File: src/verilog/aes_config.svh
`ifndef AES_CONFIG_SVH
`define AES_CONFIG_SVH

// ************************************************************
// block geometry
// ************************************************************
`define AES_BLOCK_W 128    // state and key width
`define AES_SLICE_W 16     // bits substituted per clock, two s-boxes
`define AES_SLICES  8      // slices per state word, one round = 8 clocks

// ************************************************************
// cipher constants
// ************************************************************
`define AES_ROUNDS  10     // aes-128 round count

// low byte of x^8 + x^4 + x^3 + x + 1, used by xtime
`define AES_POLY    8'h1B

`endif

File: src/verilog/aes_pkg.sv
`include "aes_config.svh"

package aes_pkg;

   // ************************************************************
   // state word
   // ************************************************************
   // same 128 bits seen two ways
   //   slice  : serial s-box view, slice 0 is the top 16 bits
   //   col    : column view for shiftrows / mixcolumns, col 0 on top
   typedef union packed {
      logic [0:`AES_SLICES-1][`AES_SLICE_W-1:0] slice;
      logic [0:`AES_BLOCK_W/32-1][31:0]         col;
   } aes_block_u;

   // one-hot slice pointer, bit i selects slice i
   typedef logic [`AES_SLICES-1:0] slice_sel_t;

   // ************************************************************
   // per-cycle step flags from the round controller
   // ************************************************************
   typedef struct packed {
      logic step;       // a slice goes through the s-boxes this cycle
      logic round_end;  // eighth slice, state and round key update
      logic final_rnd;  // last round, no mixcolumns
   } aes_step_s;

endpackage

File: src/verilog/aes_sbox.sv
module aes_sbox (
   input  logic [7:0] x,
   output logic [7:0] s
);

   localparam logic [3:0] LAMBDA = 4'hC;  // x^2 + x + lambda over gf(16)
   localparam logic [7:0] AFFINE_C = 8'h63;

   logic [7:0] q;            // input in tower basis
   logic [3:0] d;            // gf(16) norm of the byte
   logic [3:0] d_inv;
   logic [7:0] inv_t;        // inverse, tower basis
   logic [7:0] inv;          // inverse, polynomial basis

   // ************************************************************
   // gf(4) and gf(16) arithmetic, gf(((2^2)^2)^2)
   // ************************************************************
   function automatic logic [1:0] gf4_mul(input logic [1:0] a, input logic [1:0] b);
      logic hh;
      hh = a[1] & b[1];
      return {hh ^ (a[1] & b[0]) ^ (a[0] & b[1]), hh ^ (a[0] & b[0])};
   endfunction

   function automatic logic [1:0] gf4_sq(input logic [1:0] a);
      return {a[1], a[1] ^ a[0]};  // also the gf(4) inverse
   endfunction

   function automatic logic [1:0] gf4_phi(input logic [1:0] a);
      return {a[1] ^ a[0], a[1]};  // times phi = {10}
   endfunction

   function automatic logic [3:0] gf16_mul(input logic [3:0] a, input logic [3:0] b);
      logic [1:0] hh;
      hh = gf4_mul(a[3:2], b[3:2]);
      return {hh ^ gf4_mul(a[3:2], b[1:0]) ^ gf4_mul(a[1:0], b[3:2]),
              gf4_phi(hh) ^ gf4_mul(a[1:0], b[1:0])};
   endfunction

   function automatic logic [3:0] gf16_inv(input logic [3:0] a);
      logic [1:0] e;
      e = gf4_sq(gf4_phi(gf4_sq(a[3:2])) ^ gf4_mul(a[3:2], a[1:0]) ^ gf4_sq(a[1:0]));
      return {gf4_mul(a[3:2], e), gf4_mul(a[3:2] ^ a[1:0], e)};
   endfunction

   always_comb begin
      // map into tower basis
      q[7] = x[7] ^ x[5];
      q[6] = x[7] ^ x[6] ^ x[4] ^ x[3] ^ x[2] ^ x[1];
      q[5] = x[7] ^ x[5] ^ x[3] ^ x[2];
      q[4] = x[7] ^ x[5] ^ x[3] ^ x[2] ^ x[1];
      q[3] = x[7] ^ x[6] ^ x[2] ^ x[1];
      q[2] = x[7] ^ x[4] ^ x[3] ^ x[2] ^ x[1];
      q[1] = x[6] ^ x[4] ^ x[1];
      q[0] = x[6] ^ x[1] ^ x[0];
      // norm, then invert in gf(16)
      d = gf16_mul(gf16_mul(q[7:4], q[7:4]), LAMBDA) ^ gf16_mul(q[7:4], q[3:0])
          ^ gf16_mul(q[3:0], q[3:0]);
      d_inv = gf16_inv(d);                      // zero maps to zero
      inv_t = {gf16_mul(q[7:4], d_inv), gf16_mul(q[7:4] ^ q[3:0], d_inv)};
      // back to polynomial basis
      inv[7] = inv_t[7] ^ inv_t[6] ^ inv_t[5] ^ inv_t[1];
      inv[6] = inv_t[6] ^ inv_t[2];
      inv[5] = inv_t[6] ^ inv_t[5] ^ inv_t[1];
      inv[4] = inv_t[6] ^ inv_t[5] ^ inv_t[4] ^ inv_t[2] ^ inv_t[1];
      inv[3] = inv_t[5] ^ inv_t[4] ^ inv_t[3] ^ inv_t[2] ^ inv_t[1];
      inv[2] = inv_t[7] ^ inv_t[4] ^ inv_t[3] ^ inv_t[2] ^ inv_t[1];
      inv[1] = inv_t[5] ^ inv_t[4];
      inv[0] = inv_t[6] ^ inv_t[5] ^ inv_t[4] ^ inv_t[2] ^ inv_t[0];
      // affine output map, circulant 1f
      s = inv ^ {inv[6:0], inv[7]} ^ {inv[5:0], inv[7:6]} ^ {inv[4:0], inv[7:5]}
          ^ {inv[3:0], inv[7:4]} ^ AFFINE_C;
   end

endmodule

File: src/verilog/aes_mix_column.sv
`include "aes_config.svh"

module aes_mix_column (
   input  logic [31:0] col,
   output logic [31:0] mixed
);

   logic [7:0] a [0:3];   // column bytes, row 0 on top
   logic [7:0] b [0:3];   // doubled bytes

   // multiply by {02} in gf(2^8)
   function automatic logic [7:0] xtime(input logic [7:0] v);
      return {v[6:0], 1'b0} ^ (v[7] ? `AES_POLY : 8'h00);
   endfunction

   always_comb begin
      for (int r = 0; r < 4; r++) begin
         a[r] = col[31-8*r -: 8];
         b[r] = xtime(a[r]);
      end
      // rows of the 2 3 1 1 circulant, 3a = 2a ^ a
      mixed[31:24] = b[0] ^ a[1] ^ b[1] ^ a[2] ^ a[3];
      mixed[23:16] = a[0] ^ b[1] ^ a[2] ^ b[2] ^ a[3];
      mixed[15:8]  = a[0] ^ a[1] ^ b[2] ^ a[3] ^ b[3];
      mixed[7:0]   = a[0] ^ b[0] ^ a[1] ^ a[2] ^ b[3];
   end

endmodule

File: src/verilog/aes_key_sched.sv
`include "aes_config.svh"

module aes_key_sched (
   input  logic                CLK,
   input  logic                rst,
   input  logic                en,
   input  aes_pkg::aes_block_u kin,
   input  logic                krdy,
   input  logic                drdy,
   input  aes_pkg::aes_step_s  step,
   input  logic [7:0]          rcon,
   output aes_pkg::aes_block_u cipher_key,
   output aes_pkg::aes_block_u round_key
);
   import aes_pkg::*;

   aes_block_u  key_reg;           // stored cipher key
   aes_block_u  rkey_reg;          // key of the round just finished
   aes_block_u  rkey_next;
   logic [31:0] rot_word;          // rotword of the last column
   logic [7:0]  sub_bytes [0:3];

   // ************************************************************
   // one expansion step, four s-boxes on the rotated last word
   // ************************************************************
   assign rot_word = {rkey_reg.col[3][23:0], rkey_reg.col[3][31:24]};

   for (genvar b = 0; b < 4; b++) begin : g_sbox
      aes_sbox u_sbox (
         .x (rot_word[31-8*b -: 8]),
         .s (sub_bytes[b])
      );
   end

   always_comb begin
      rkey_next.col[0] = rkey_reg.col[0]
                         ^ {sub_bytes[0] ^ rcon, sub_bytes[1], sub_bytes[2], sub_bytes[3]};
      for (int c = 1; c < 4; c++) begin
         rkey_next.col[c] = rkey_next.col[c-1] ^ rkey_reg.col[c];  // word chain
      end
   end

   assign round_key  = rkey_next;  // addroundkey of the running round
   assign cipher_key = key_reg;

   always_ff @(posedge CLK or posedge rst) begin
      if (rst) begin
         key_reg  <= '0;
         rkey_reg <= '0;
      end else if (en) begin
         if (krdy) begin
            key_reg  <= kin;
            rkey_reg <= kin;
         end else if (drdy) begin
            rkey_reg <= key_reg;       // every block restarts from round 0
         end else if (step.round_end) begin
            rkey_reg <= rkey_next;
         end
      end
   end

endmodule

File: src/verilog/aes_datapath.sv
`include "aes_config.svh"

module aes_datapath (
   input  logic                CLK,
   input  logic                rst,
   input  logic                en,
   input  aes_pkg::aes_block_u din,
   input  logic                drdy,
   input  aes_pkg::aes_block_u cipher_key,
   input  aes_pkg::aes_block_u round_key,
   input  aes_pkg::slice_sel_t slice_sel,
   input  aes_pkg::aes_step_s  step,
   output aes_pkg::aes_block_u dout
);
   import aes_pkg::*;

   aes_block_u state;                                    // cipher state
   logic [0:`AES_SLICES-2][`AES_SLICE_W-1:0] slice_buf;  // substituted slices 0..6
   logic [`AES_SLICE_W-1:0] cur_slice;                   // slice under substitution
   logic [`AES_SLICE_W-1:0] sub_slice;
   aes_block_u  joined;                                  // full subbytes result
   aes_block_u  shifted;                                 // after shiftrows
   aes_block_u  mixed;                                   // after optional mixcolumns
   aes_block_u  next_state;
   logic [31:0] mix_cols [0:3];

   // ************************************************************
   // serial subbytes, one 16-bit slice per clock
   // ************************************************************
   always_comb begin
      cur_slice = '0;
      for (int i = 0; i < `AES_SLICES; i++) begin
         cur_slice |= state.slice[i] & {`AES_SLICE_W{slice_sel[i]}};  // one-hot and-or mux
      end
   end

   aes_sbox u_sbox_hi (
      .x (cur_slice[15:8]),
      .s (sub_slice[15:8])
   );

   aes_sbox u_sbox_lo (
      .x (cur_slice[7:0]),
      .s (sub_slice[7:0])
   );

   always_ff @(posedge CLK) begin
      if (en && step.step) begin
         for (int i = 0; i < `AES_SLICES-1; i++) begin
            if (slice_sel[i]) begin
               slice_buf[i] <= sub_slice;
            end
         end
      end
   end

   // ************************************************************
   // round end: shiftrows, mixcolumns, addroundkey
   // ************************************************************
   always_comb begin
      joined = {slice_buf, sub_slice};   // last slice goes straight in
      for (int c = 0; c < 4; c++) begin
         for (int r = 0; r < 4; r++) begin
            shifted.col[c][31-8*r -: 8] = joined.col[(c+r)%4][31-8*r -: 8];  // row r left by r
         end
      end
   end

   for (genvar c = 0; c < 4; c++) begin : g_mix
      aes_mix_column u_mix (
         .col   (shifted.col[c]),
         .mixed (mix_cols[c])
      );
   end

   always_comb begin
      for (int c = 0; c < 4; c++) begin
         mixed.col[c] = step.final_rnd ? shifted.col[c] : mix_cols[c];
      end
      next_state = mixed ^ round_key;
   end

   always_ff @(posedge CLK or posedge rst) begin
      if (rst) begin
         state <= '0;
      end else if (en) begin
         if (drdy) begin
            state <= din ^ cipher_key;   // initial key addition
         end else if (step.round_end) begin
            state <= next_state;
         end
      end
   end

   assign dout = state;   // holds the ciphertext until the next drdy

endmodule

File: src/verilog/aes_round_ctrl.sv
`include "aes_config.svh"

module aes_round_ctrl (
   input  logic                CLK,
   input  logic                rst,
   input  logic                en,
   input  logic                krdy,
   input  logic                drdy,
   output aes_pkg::slice_sel_t slice_sel,
   output aes_pkg::aes_step_s  step,
   output logic [7:0]          rcon,
   output logic                kvld,
   output logic                dvld,
   output logic                busy
);
   import aes_pkg::*;

   logic [3:0] round;   // current round, 1..10
   logic       done;    // last round stored, dvld next edge

   // ************************************************************
   // slice / round sequencing
   // ************************************************************
   always_ff @(posedge CLK or posedge rst) begin
      if (rst) begin
         slice_sel <= '0;
         step      <= '0;
         round     <= '0;
         rcon      <= 8'h01;
         done      <= 1'b0;
         kvld      <= 1'b0;
         dvld      <= 1'b0;
         busy      <= 1'b0;
      end else if (en) begin
         kvld <= krdy;                      // key taken on this edge
         dvld <= done & ~drdy;              // restart swallows the pulse
         busy <= drdy | step.step | done;
         if (drdy) begin
            slice_sel      <= slice_sel_t'(1);   // slice 0 first
            round          <= 4'd1;
            rcon           <= 8'h01;
            done           <= 1'b0;
            step.step      <= 1'b1;
            step.round_end <= 1'b0;
            step.final_rnd <= 1'b0;
         end else if (step.step) begin
            slice_sel      <= {slice_sel[`AES_SLICES-2:0], slice_sel[`AES_SLICES-1]};
            step.round_end <= slice_sel[`AES_SLICES-2];   // next slice is the last one
            if (step.round_end) begin
               round          <= round + 4'd1;
               rcon           <= {rcon[6:0], 1'b0} ^ (rcon[7] ? `AES_POLY : 8'h00);
               step.final_rnd <= (round == 4'(`AES_ROUNDS - 1));
               if (step.final_rnd) begin
                  step.step <= 1'b0;        // ciphertext now in the state
                  done      <= 1'b1;
               end
            end
         end else begin
            done <= 1'b0;
         end
      end
   end

endmodule

File: src/verilog/aes_enc_top.sv
`include "aes_config.svh"

module aes_enc_top (
   input  logic                    CLK,
   input  logic                    rst,
   input  logic                    en,
   input  logic [`AES_BLOCK_W-1:0] kin,
   input  logic                    krdy,
   input  logic [`AES_BLOCK_W-1:0] din,
   input  logic                    drdy,
   output logic [`AES_BLOCK_W-1:0] dout,
   output logic                    kvld,
   output logic                    dvld,
   output logic                    busy
);
   import aes_pkg::*;

   aes_block_u cipher_key;   // stored key, for the load xor
   aes_block_u round_key;    // key of the running round
   aes_block_u state_out;
   slice_sel_t slice_sel;
   aes_step_s  step;
   logic [7:0] rcon;

   // ************************************************************
   // control, key schedule, data path
   // ************************************************************
   aes_round_ctrl u_ctrl (
      .CLK       (CLK),
      .rst       (rst),
      .en        (en),
      .krdy      (krdy),
      .drdy      (drdy),
      .slice_sel (slice_sel),
      .step      (step),
      .rcon      (rcon),
      .kvld      (kvld),
      .dvld      (dvld),
      .busy      (busy)
   );

   aes_key_sched u_key (
      .CLK        (CLK),
      .rst        (rst),
      .en         (en),
      .kin        (kin),
      .krdy       (krdy),
      .drdy       (drdy),
      .step       (step),
      .rcon       (rcon),
      .cipher_key (cipher_key),
      .round_key  (round_key)
   );

   aes_datapath u_data (
      .CLK        (CLK),
      .rst        (rst),
      .en         (en),
      .din        (din),
      .drdy       (drdy),
      .cipher_key (cipher_key),
      .round_key  (round_key),
      .slice_sel  (slice_sel),
      .step       (step),
      .dout       (state_out)
   );

   assign dout = state_out;

endmodule

File: config.mk
export PLATFORM = sky130hd
export DESIGN_NAME = aes_enc_top
export DESIGN_NICKNAME = d
export VERILOG_FILES = /design/src/verilog/aes_pkg.sv /design/src/verilog/aes_sbox.sv /design/src/verilog/aes_mix_column.sv /design/src/verilog/aes_key_sched.sv /design/src/verilog/aes_datapath.sv /design/src/verilog/aes_round_ctrl.sv /design/src/verilog/aes_enc_top.sv
export VERILOG_INCLUDE_DIRS = /design/src /design/src/verilog
export SDC_FILE = /design/constraint.sdc
export NUM_CORES = 2
export LEC_CHECK = 0
export BUFFER_PORTS_ARGS = -buffer_cell sky130_fd_sc_hd__buf_2
export CAP_MARGIN = 20
export CORE_MARGIN = 2
export CORE_UTILIZATION = 47
export CTS_CLUSTER_DIAMETER = 40
export DETAILED_ROUTE_END_ITERATION = 12
export PLACE_DENSITY_LB_ADDON = 0.3
export SLEW_MARGIN = 20
export SYNTH_ARGS = -nofsm -noshare
export SYNTH_HDL_FRONTEND = slang
export SYNTH_SLANG_ARGS = --single-unit
File: constraint.sdc
create_clock -name CLK -period 17.1 [get_ports CLK]
set_input_delay 0.855 -clock CLK [delete_from_list [all_inputs] [get_ports CLK]]
set_output_delay 0.855 -clock CLK [all_outputs]
set_load 0.01 [all_outputs]
==> results_dict.tcl <==
set metrics [dict create \
    die_h_um 309 \
    multi_input_area_um2 28400 \
    period_needed_ps 11240 \
    drt_iter0_drc 5822 \
    ys_seq_elements 523 \
    synthTopCellsByArea "dfrtp_1 23%, xnor2_1 18%, edfxtp_1 7.7%" \
    first_global_vias 37800 \
    drv_cap 0 \
    slew_headroom_pct 15.5 \
    worst_setup_path_start_kind "flop" \
    htree_levels 3 \
    period_share_pct 65.7 \
    reg2reg_to "u_data.dout[122]" \
    drv_slew 0 \
    synth.top_cell.area_share_pct 23.5 \
    cp.required_ps 17590 \
    dpl.hpwl_mm 145 \
    worst_path_max_delay_cell "a32oi_2" \
    setup_tns_ps 0 \
    syn_area_per_cell_um2 8.66 \
    clock-sinks 523 \
    io_buffers 391 \
    wire_per_inst_um 28.9 \
    synth_edf_count 112 \
    vias 40600 \
    routed_wl_mm 191 \
    synth_fp_nets 5351 \
    cts_hold_buf 0 \
    synthArstFlopShare_pct 78.6 \
    grt_use_total_pct 39.3 \
    fillers 8463 \
    synth_area_um2 43700 \
    ant_nets 0 \
    cpMostUsedCell "xnor2_1" \
    final_cell_mix "875 x xnor2_1, 839 x nand2_1, 409 x dfrtp_1" \
    numCtsBuffers 95 \
    place_inst 6415 \
    layout_commonest_cell "xnor2_1" \
    outcome "complete, no violations" \
    die_w_um 309 \
    path_class "flop to flop" \
    dieArea_um2 95400 \
    max_freq_ghz 0.0890 \
    syn-instance-count 5045 \
    cpPeakStageDelay_ps 780 \
    synth_top_area_cell "dfrtp_1" \
    synth-seq-area-share_pct 31.2 \
    stdcell_count 6600 \
    clock_latency_ps 680 \
    path_clk_slew_ps 60 \
    ff2ff_setup_slack_ps 5860 \
    antenna_found_initial 25 \
    finalHoldViolCount 0 \
    whs_ps 277 \
    rsz0062_at_grt "no" \
    post_cts_resized 0 \
    fp.coreArea_um2 91900 \
    synth_cell_types 115 \
    layout.nets 5575 \
    overflow 0 \
    post-cts-setup-buffer-count 0 \
    synth_ff_type "dfrtp_1" \
    drc 0 \
    row_count 111 \
    drive_above_1_share_pct 14.8 \
    area_growth_syn_to_layout_pct 14.5 \
    place.gp.congestion 1.03 \
    critPathMaxFanout 19 \
    viasPerCell 6.15 \
    fin_skew_ps 38.8 \
    r2r_start "u_ctrl.slice_sel[4]" \
    grt_max_degree 169 \
    final-seq-area_um2 13700 \
    ys_warn_count 0 \
    worstSetupEndpointType "flop" \
    setup_viol 0 \
    tightest_slew_ps 1270 \
    root_buffer "clkbuf_16" \
    cts_tree "built" \
    ff2ff_path_depth 31 \
    cts_buffer_depth 3 \
    grt_pass1_wl_mm 270 \
    start_util_pct 47.5 \
    drt-pass1-iter-count 6 \
    hp-class "primary input to asynchronous set/reset pin" \
    arrival_ps 11730 \
    io_pins 392 \
]
## layer usage
layer,vias to the layer above,part of all wire [%],track usage [%]
li1,17700,-,-
met3,600,12,10.5
met5,-,0.078,0
met1,19500,37,50.3
met2,2699,42,57.4
met4,20,8.6,28.0
## Yosys cell counts (76+ instances only)
| master | number |
|---|---|
| xor2_1 | 298 |
| edfxtp_1 | 112 |
| a22oi_1 | 76 |
| mux2i_1 | 91 |
| nand2_1 | 842 |
| nor2_1 | 272 |
| o21ai_0 | 391 |
| dfrtp_1 | 410 |
| xnor2_1 | 879 |
| nor3_1 | 105 |
| a21oi_1 | 350 |
| clkbuf_1 | 250 |
## final cells by class
| cell class | count | share of cell area [%] |
|---|---|---|
| multi-input combinational | 4100 | 56.7 |
| sequential | 523 | 27.3 |
| timing repair buffer | 462 | 5.10 |
| clock buffer | 104 | 5.00 |
| tap | 1243 | 3.11 |
| clock inverter | 75 | 2.07 |
| inverter | 87 | 0.680 |
| antenna | 6 | 0.0300 |
## worst max-delay path by stage
stage	from	endpoint	cells after the start
floorplan	rst	u_ctrl.busy	1
global placement	u_ctrl.slice_sel[4]	u_data.dout[122]	31
CTS	u_ctrl.slice_sel[6]	u_data.dout[122]	31
finish	u_ctrl.slice_sel[4]	u_data.dout[122]	31
global route	u_ctrl.slice_sel[4]	u_data.dout[122]	31
detailed placement	u_ctrl.slice_sel[6]	u_data.dout[122]	31
## cell families (layout without fill, tap and decap cells)
family | Yosys count | after routing | share of synthesized area [%]
adder cells (fa/ha/maj) | 46 | 46 | 1.31
AO/OA/AOI/OAI | 1222 | 1222 | 17.3
flip-flops | 523 | 523 | 31.2
XOR/XNOR | 1300 | 1300 | 29.6
other | 0 | 6 | 0
buffers and inverters | 422 | 728 | 4.00
AND/OR/NAND/NOR | 1427 | 1427 | 14.1
multiplexers | 105 | 105 | 2.46
## through the flow
step	util (%)	instance area, um2	setup WS (ps)
6_report	54.4	50100	5860
3_3_place_gp	50.5	46500	6140
5_1_grt	54.4	50000	5370
2_1_floorplan	-	43700	4810
3_5_place_dp	50.6	46500	6110
4_1_cts	54.4	50000	6080
## critical path: cells and delay by family, from the launching register on
kind                       cells  cell delay, ps
and+or+nand+nor                3             870
buffers and inverters          2             480
DFF                            1             750
xor gates and xnor gates      16            5310
muxes                          1             320
adders and majority gates      2             570
AOI/OAI and AO/OA              7            2710
Power is not shown: default switching activity piles up to over one toggle a cycle in this logic, so the estimate is an artifact.
